## src/hdl/arb_params.svh

```systemverilog
`ifndef ARB_PARAMS_SVH
`define ARB_PARAMS_SVH

// number of requesters seen at the top
`define ARB_WIDTH 8

// requesters are split into this many equal groups
`define ARB_GROUP_NUM 4

// members in each group
`define ARB_GROUP_WIDTH (`ARB_WIDTH / `ARB_GROUP_NUM)

`endif

```

## src/hdl/arb_pkg.sv

```systemverilog
`include "arb_params.svh"

package arb_pkg;

    // request or grant over all requesters
    typedef logic [`ARB_WIDTH-1:0] req_vec_t;

    // one bit per group
    typedef logic [`ARB_GROUP_NUM-1:0] group_vec_t;

    // each output bit is set when any input bit at or below it is set,
    // so the lowest set bit turns into a rising edge of the code.
    // narrower vectors come in zero extended, upper result bits are ignored
    function automatic req_vec_t thermo(input req_vec_t in);
        req_vec_t code;
        logic     seen;
        code = '0;
        seen = 1'b0;
        for (int i = 0; i < `ARB_WIDTH; i++) begin
            seen    = seen | in[i];
            code[i] = seen;
        end
        return code;
    endfunction

endpackage

```

## src/hdl/arb_thermo_if.sv

```systemverilog
`timescale 1ns/1ns

interface arb_thermo_if #(
    parameter int WIDTH = 4
);

    // thermometer code of the raw request
    logic [WIDTH-1:0] req_thermo;

    // thermometer code after the priority mask
    logic [WIDTH-1:0] masked_thermo;

    // mask the pointer would take on an update this cycle
    logic [WIDTH-1:0] next_mask;

    modport decode (
        output req_thermo,
        output masked_thermo,
        input  next_mask
    );

    modport select (
        input  req_thermo,
        input  masked_thermo,
        output next_mask
    );

endinterface

```

## src/hdl/rr_request_decode.sv

```systemverilog
`timescale 1ns/1ns

module rr_request_decode #(
    parameter int WIDTH = 4
) (
    input  logic             clk,
    input  logic             reset,
    input  logic [WIDTH-1:0] request,
    input  logic             update_en,
    arb_thermo_if.decode     thermo
);

    // priority mask, a one marks a position that may win first
    logic [WIDTH-1:0] mask_q;
    logic [WIDTH-1:0] masked_request;

    // full-width copies for the package function
    arb_pkg::req_vec_t req_wide;
    arb_pkg::req_vec_t masked_wide;
    arb_pkg::req_vec_t req_code;
    arb_pkg::req_vec_t masked_code;

    // all ones after reset, so index 0 has top priority
    always_ff @(posedge clk or posedge reset) begin
        if (reset) begin
            mask_q <= '1;
        end else if (update_en) begin
            mask_q <= thermo.next_mask;
        end
    end

    // requests still inside the round-robin window
    assign masked_request = request & mask_q;

    always_comb begin
        req_wide               = '0;
        masked_wide            = '0;
        req_wide[WIDTH-1:0]    = request;
        masked_wide[WIDTH-1:0] = masked_request;
    end

    assign req_code    = arb_pkg::thermo(req_wide);
    assign masked_code = arb_pkg::thermo(masked_wide);

    // only the low WIDTH bits carry this arbiter's code
    assign thermo.req_thermo    = req_code[WIDTH-1:0];
    assign thermo.masked_thermo = masked_code[WIDTH-1:0];

endmodule

```

## src/hdl/rr_grant_select.sv

```systemverilog
`timescale 1ns/1ns

module rr_grant_select #(
    parameter int WIDTH = 4
) (
    arb_thermo_if.select     thermo,
    output logic [WIDTH-1:0] grant
);

    logic             masked_hit;
    logic [WIDTH-1:0] win_code;
    logic [WIDTH-1:0] next_mask;

    // top bit of a thermometer code is the OR of the whole vector
    assign masked_hit = thermo.masked_thermo[WIDTH-1];

    // fall back to the raw request once the window is empty
    assign win_code = masked_hit ? thermo.masked_thermo : thermo.req_thermo;

    // every position strictly above the winner
    assign next_mask = {win_code[WIDTH-2:0], 1'b0};

    // only the edge of the code survives, which is one-hot or zero
    assign grant = win_code ^ next_mask;

    assign thermo.next_mask = next_mask;

endmodule

```

## src/hdl/rr_arbiter_core.sv

```systemverilog
`timescale 1ns/1ns

module rr_arbiter_core #(
    parameter int WIDTH = 4
) (
    input  logic             clk,
    input  logic             reset,
    input  logic [WIDTH-1:0] request,
    input  logic             update_en,
    output logic [WIDTH-1:0] grant,
    output logic             any_grant
);

    logic load_mask;

    arb_thermo_if #(
        .WIDTH (WIDTH)
    ) thermo_if ();

    assign any_grant = |request;

    // an idle cycle leaves the pointer where it is
    assign load_mask = update_en & any_grant;

    rr_request_decode #(
        .WIDTH (WIDTH)
    ) request_decode_inst (
        .clk       (clk),
        .reset     (reset),
        .request   (request),
        .update_en (load_mask),
        .thermo    (thermo_if.decode)
    );

    rr_grant_select #(
        .WIDTH (WIDTH)
    ) grant_select_inst (
        .thermo (thermo_if.select),
        .grant  (grant)
    );

endmodule

```

## src/hdl/rr_tree_arbiter.sv

```systemverilog
`timescale 1ns/1ns

`include "arb_params.svh"

module rr_tree_arbiter (
    input  logic              clk,
    input  logic              reset,
    input  arb_pkg::req_vec_t request,
    input  logic              priority_en,
    output arb_pkg::req_vec_t grant,
    output logic              any_grant
);

    // per-group slices of the request and the local winners
    logic [`ARB_GROUP_WIDTH-1:0] group_req   [`ARB_GROUP_NUM];
    logic [`ARB_GROUP_WIDTH-1:0] group_grant [`ARB_GROUP_NUM];

    // one bit per group
    arb_pkg::group_vec_t group_any_req;
    arb_pkg::group_vec_t group_win;
    arb_pkg::group_vec_t group_update;

    for (genvar g = 0; g < `ARB_GROUP_NUM; g++) begin : group_gen

        assign group_req[g] = request[g*`ARB_GROUP_WIDTH +: `ARB_GROUP_WIDTH];

        // a group pointer only moves when its group wins the second level
        assign group_update[g] = priority_en & group_win[g];

        rr_arbiter_core #(
            .WIDTH (`ARB_GROUP_WIDTH)
        ) group_arb_inst (
            .clk       (clk),
            .reset     (reset),
            .request   (group_req[g]),
            .update_en (group_update[g]),
            .grant     (group_grant[g]),
            .any_grant (group_any_req[g])
        );

        // losing groups keep their local choice off the output
        assign grant[g*`ARB_GROUP_WIDTH +: `ARB_GROUP_WIDTH] =
            group_win[g] ? group_grant[g] : '0;

    end

    // picks one group among those with a pending request
    // its any_grant is the OR of every request at the top
    rr_arbiter_core #(
        .WIDTH (`ARB_GROUP_NUM)
    ) group_level_arb_inst (
        .clk       (clk),
        .reset     (reset),
        .request   (group_any_req),
        .update_en (priority_en),
        .grant     (group_win),
        .any_grant (any_grant)
    );

endmodule

```

## config.mk

```make
export PLATFORM = sky130hd
export DESIGN_NAME = rr_tree_arbiter
export DESIGN_NICKNAME = d
export VERILOG_FILES = /design/src/hdl/arb_pkg.sv /design/src/hdl/arb_thermo_if.sv /design/src/hdl/rr_request_decode.sv /design/src/hdl/rr_grant_select.sv /design/src/hdl/rr_arbiter_core.sv /design/src/hdl/rr_tree_arbiter.sv
export VERILOG_INCLUDE_DIRS = /design/src /design/src/hdl
export SDC_FILE = /design/constraint.sdc
export NUM_CORES = 1
export LEC_CHECK = 0
export BUFFER_PORTS_ARGS = -buffer_cell sky130_fd_sc_hd__buf_2
export CAP_MARGIN = 20
export CORE_UTILIZATION = 25
export CTS_CLUSTER_SIZE = 28
export DETAILED_ROUTE_END_ITERATION = 7
export GPL_ROUTABILITY_DRIVEN = 0
export PLACE_DENSITY = 0.52
export SYNTH_ARGS = -nofsm -noshare
export SYNTH_HDL_FRONTEND = slang
export SYNTH_SLANG_ARGS = --single-unit
```

## constraint.sdc

```tcl
create_clock -name clk -period 2.7 [get_ports clk]
set_input_delay 0.135 -clock clk [delete_from_list [all_inputs] [get_ports clk]]
set_output_delay 0.135 -clock clk [all_outputs]
set_load 0.1 [all_outputs]
```

==> results.md, run 1 <==
* CTS resizes at 0
* Die Area at 3361 µm²
* Pre-Repair DR Iteration Count at 4
* Ys flop type: dfstp_2
* Synth cell types at 36
* Setup Total Neg Slack at 0 ns
* Die Wd at 57.98 µm
* Top-area cell type share of the netlist area at 0.4026
* Critical Path Source Type: flip-flop
* CTS tree: done
* Mapped cell area at 783.3 µm²
* Clock buffer count from CTS at 3
* Pwr dens at 1005 nW/µm²
* Worst skew pair latency at 0.27 ns
* Arr. time, crit path at 1.93 ns
* Placeable Area at 2853 µm²
* Clock power frac at 0.148
* First DRT Iteration DRCs at 10
* Final Net Count at 120
* Avg Cell Area, Syn at 9.215 µm²
* Finish-stage setup viols at 0
* Fraction of layout cells with a size suffix above 1 at 0.4537
* Crit end category: primary output
* Pint at 489.6 µW
* Ranking of synthesized cells by area: dfstp_2, inv_1, nand2_1, a31oi_1, o21ai_0
* Comb pwr share at 0.538
* RSZ-0062 raised after global routing: no
* Min-delay worst type: in2reg
* Crit Path Max Fanout at 6
* Reg area at 315.3 µm²
* Grt total ovfl at 0
* Register area share after synthesis at 0.4026
* CP required at 2.57 ns
* Fin crit period at 2.064 ns
* Vias/cell at 5.151
* Worst Tran Pin Value at 0.4839 ns
* Clk slew on worst S/H paths at 0.08 ns
* Area of the multi-input gates at 461.7 µm²
* Number of synthesized flops with an enable pin at 0
* Crit Path Class: reg2out
* Final hold violations at 0
* Slew margin rel. at 0.6771
* Cell taking the most area after synthesis: dfstp_2
* Synthesized flop and latch total at 12
* Placed inst area at 940.9 µm²
* Reg2reg path depth at 4
* Post-CTS setup buffers at 0
* WL final at 1822 µm
* CTS Buffer Depth at 2
* Max-Cap Viols at 0
* Layout overhead on the synthesized area at 24.76%
* VDD IR-drop max at 0.4055 mV
* Period utilisation layout at 0.7643
* FFs w/ async S/R, synth at 1.000
* Clock sinks at 12
* Syn Nets at 96
* Hold Crit Depth at 2
* Switching Fraction at 0.5013
* Clk_skew at 0.004911 ns
* Detailed Place HPWL at 1483 µm
* Vias in the first global route at 669
* Seq pwr share at 0.314
* Fmax at 484.6 MHz
* Synth warn at 0
* Post-route cell area at 977.2 µm²
* PortBufs at 19
* Leakage at 0.0004153 µW
* Post-route ant nets at 0
* CTS root buf: clkbuf_4
* Height of the die at 57.98 µm
* Worst hold start: priority_en
* Slew Viols, Final at 0
* Status: completed
* Total number of vias at 716
* Cts hold-fix bufs at 0
* WL/cell at 13.11 µm
* Num ports at 20
* First-pass GRT wire length at 3063 µm
* # DRC at 0
* Most common cell in the netlist: dfstp_2
* Cell Rows at 19
* Largest net degree at the start of global routing at 13
* Initial Util at 0.2746
* Syn Inst Count at 85
* Antenna fix cells at 0
* H-tree depth at 1
* GRT Overall Usage at 0.1210
* FF-to-FF setup slack at 1.25 ns
* Total net switching power at 492.1 µW
* Layout fillers at 305
* Initial antenna violation count at 0
* Synth top cells by count: dfstp_2, inv_1, nand2_1, nor2_1, o21ai_0
layer usage:
metal  routed length [µm]  global-route usage  part of all wire  vias to the layer above
met4                   17             0.04082            0.0093                        0
met1                  890              0.1588              0.49                      335
met3                   68             0.04018             0.037                        2
met5                    0                   0                 0                        -
met2                  847              0.1872              0.46                       14
li1                     -                   -                 -                      365
layout by cell type (no fill, tap or decap), types with 3 or more instances in the layout:
cell | synthesis | layout
a31oi_1 | 4 | 4
buf_2 | 0 | 19
clkbuf_4 | 0 | 3
dfstp_2 | 12 | 12
inv_1 | 8 | 8
nand2_1 | 7 | 7
nand3_1 | 4 | 4
nor2_1 | 6 | 6
o21a_1 | 3 | 3
o21ai_0 | 5 | 5
power groups by stage:
stage	combinational (µW)	sequential [µW]	clock (µW)
after floorplan	449	299	0
after global placement	524	311	0
after detailed placement	529	311	0
after CTS	531	308	156
after global routing	562	314	164
final	528	308	145
flip-flops by register name, indices dropped and copies added (netlist names):
signal                                               cells
group_level_arb_inst.request_decode_inst.mask_q          4
group_gen.group_arb_inst.request_decode_inst.mask_q      8
worst max path at each step:
stage	start	end	slack, ns
finish	flip-flop	grant[7]	0.64
global route	flip-flop	grant[7]	0.54
CTS	flip-flop	grant[7]	0.61
detailed placement	request[1]	grant[4]	0.79
global placement	request[1]	grant[4]	0.82
floorplan	flip-flop	grant[6]	0.35
critical path, cell delays in order (launching register included):
cell	delay, ns
dfstp_2	0.54
o21ai_2	0.10
o22ai_1	0.20
nand3_2	0.18
nor3b_2	0.18
buf_2	0.44
per-stage QoR:
step	power (µW)	std cells	utilization	hold WS, ns	setup slack (ns)
floorplan	748.3	85	-	0.1946	0.3519
global placement	834.3	135	0.3298	0.3732	0.8203
detailed placement	840.6	135	0.3298	0.3775	0.7943
CTS	994.8	139	0.3425	0.07326	0.6110
global route	1041	139	0.3425	0.08143	0.5426
finish	981.7	139	0.3425	0.08754	0.6363
cell families (layout without fill, tap and decap cells):
family | count (synthesis) | in the layout | synth area share
AND/OR/NAND/NOR | 34 | 34 | 0.2620
flip-flops | 12 | 12 | 0.4026
buffers and inverters | 8 | 31 | 0.03834
multiplexers | 2 | 2 | 0.02875
AO/OA/AOI/OAI | 29 | 29 | 0.2684
cell type report:
| type | count | area share |
|---|---|---|
| Tap cell | 31 | 0.03969 |
| Timing Repair Buffer | 19 | 0.09731 |
| Inverter | 8 | 0.03073 |
| Sequential cell | 12 | 0.3227 |
| Clock buffer | 4 | 0.03713 |
| Multi-Input combinational cell | 65 | 0.4725 |
Note: power is estimated with default switching activity, not from simulation.
==> run 2: changes to the inputs <==
--- a/config.mk
+++ b/config.mk
@@ -12,7 +12,7 @@
 export CTS_CLUSTER_SIZE = 28
 export DETAILED_ROUTE_END_ITERATION = 7
 export GPL_ROUTABILITY_DRIVEN = 0
-export PLACE_DENSITY = 0.52
+export PLACE_DENSITY = 0.53
 export SYNTH_ARGS = -nofsm -noshare
 export SYNTH_HDL_FRONTEND = slang
 export SYNTH_SLANG_ARGS = --single-unit
==> constraint.sdc (replaced) <==
create_clock -name clk -period 1.8 [get_ports clk]
set_input_delay 0.09 -clock clk [delete_from_list [all_inputs] [get_ports clk]]
set_output_delay 0.09 -clock clk [all_outputs]
set_load 0.1 [all_outputs]
==> run 2 against run 1 <==
  * Clock skew shrank 0.00080 ns
  * Power increased by 81%
  * Die area unchanged
  * Routed wire length rose by 8.9%
  * Sequential cell count unchanged
  * Clock-buffer cell count unchanged
  * First-iteration DRC count up 10%
  * Design area is 21% higher
  * Critical path depth unchanged
  * Highest routed layer is now met3
  * Largest power group unchanged
  * Final cell count is 2.2% higher
  * Register-to-register slack worse by 0.93 ns
  * The flow now finishes with violations (DRC, setup timing)
==> results.md, run 2 (same netlist as run 1, synthesis figures left out) <==
* Fraction of layout cells with a size suffix above 1 at 0.5315
* Vias in the first global route at 751
* Fin crit period at 1.803 ns
* Slew margin rel. at 0.6778
* Delay-heaviest family, CP: flip-flops
* CTS Buffer Depth at 2
* Clk slew on worst S/H paths at 0.08 ns
* Top Registers: group_gen.group_arb_inst.request_decode_inst.mask_q: 8 flops, group_level_arb_inst.request_decode_inst.mask_q: 4 flops
* Worst Tran Pin Value at 0.4867 ns
* Most frequent cells in the layout: dfstp_2, buf_2, inv_1
* First DRT Iteration DRCs at 11
* Cell Rows at 19
* First-pass GRT wire length at 3394 µm
* Vias/cell at 5.317
* Largest register FFs at 8
* Crit Path Max Fanout at 4
* Crit path depth at 5
* # DRC at 1
* Grt total ovfl at 0
* Die Wd at 57.98 µm
* Layout overhead on the synthesized area at 50.80%
* WL final at 1985 µm
* CP Cell Sequence: o21ai_2 > nand3_1 > nand2_2 > nor4b_4 > buf_12
* Hold Crit Depth at 2
* Clock buffer count from CTS at 3
* Leakage at 0.0004612 µW
* Worst skew pair latency at 0.27 ns
* Critical Path Source Type: flip-flop
* Detailed Place HPWL at 1533 µm
* GRT Overall Usage at 0.1285
* Final Util at 0.4140
* Num ports at 20
* Layout fillers at 279
* PortBufs at 19
* Commonest non-fill, non-tap cell in the layout: dfstp_2
* CTS tree: done
* Final Net Count at 123
* Min-delay worst type: in2reg
* Final worst setup slack at -0.003044 ns
* Number of buffers and inverters on the critical path at 1
* Initial antenna violation count at 0
* Final hold violations at 0
* CTS root buf: clkbuf_4
* Finish-stage setup viols at 1
* Post-route ant nets at 0
* Status: complete, but fails checks
* Crit end category: primary output
* RSZ-0062 raised after global routing: yes
* Largest net degree at the start of global routing at 13
* Die Area at 3361 µm²
* CP required at 1.71 ns
* Worst stage delay on the critical path at 0.61 ns
* Final hold slack at 0.03969 ns
* Total number of vias at 755
* VDD IR-drop max at 0.5502 mV
* Failing checks: DRC, setup timing
* Crit Path Class: reg2out
* Placeable Area at 2853 µm²
* Clock sinks at 12
* Slew Viols, Final at 0
* Initial Util at 0.2746
* Antenna fix cells at 0
* Pre-Repair DR Iteration Count at 8
* Pwr dens at 1507 nW/µm²
* WL/cell at 13.98 µm
* Fmax at 554.6 MHz
* Largest register by flop count: group_gen.group_arb_inst.request_decode_inst.mask_q
* Reg2reg path depth at 4
* Max-Cap Viols at 0
* Arr. time, crit path at 1.71 ns
* Slowest-stage cell, CP: dfstp_2
* Period utilisation layout at 1.002
* H-tree depth at 1
* Height of the die at 57.98 µm
* Clk_skew at 0.004112 ns
run 2: cell types whose count changed in the layout (fill, tap and decap cells not counted), sizes merged:
cell / before / now
buf: 19 / 22
run 2: final timing paths:
check / start / to / slack, ns
max: flip-flop / grant[4] / -0.003
min: priority_en / flip-flop / 0.04
max reg2reg: flip-flop / flip-flop / 0.32
min reg2reg: flip-flop / flip-flop / 0.46
max in group asynchronous: reset / async pin / 1.63
min in group asynchronous: reset / async pin / 0.14
run 2: timing repair:
item                                    CTS  global route
buffers inserted                          0             2
hold buffers                              0             0
resized for setup                         4             6
endpoints found under the setup margin    5             6
pin swaps                                 1             4
cloned                                    0             0
run 2: power breakdown:
group          switching (µW)  internal, µW  total (µW)
clock network            94.8           123         218
registers                82.4           401         483
logic                     670           409        1080
run 2: per-layer routing:
layer | global-route usage | wire length [µm]
met5 | 0 | 0
met4 | 0.03061 | 0
met1 | 0.1699 | 925
met2 | 0.2167 | 978
met3 | 0.02455 | 81
run 2: cell type report:
class,count,area [µm²],area share
sequential,12,315.3,0.2669
timing repair buffer,22,216.5,0.1833
inverter,8,30.03,0.02542
clock buffer,4,36.28,0.03072
tap,31,38.79,0.03284
multi-input combinational,65,544.3,0.4608
run 2: metrics by stage:
stage                     setup TNS [ns]  setup slack (ns)  power, µW  cell area, µm²  std cells
after floorplan                  -0.3714           -0.1575       1180           853.3         85
after global placement                 0            0.2003       1451            1085        136
after detailed placement               0            0.1801       1467            1085        136
after CTS                      -0.004822         -0.004822       1712            1139        140
after global routing             -0.2120          -0.08685       1878            1181        142
final                          -0.003044         -0.003044       1780            1181        142
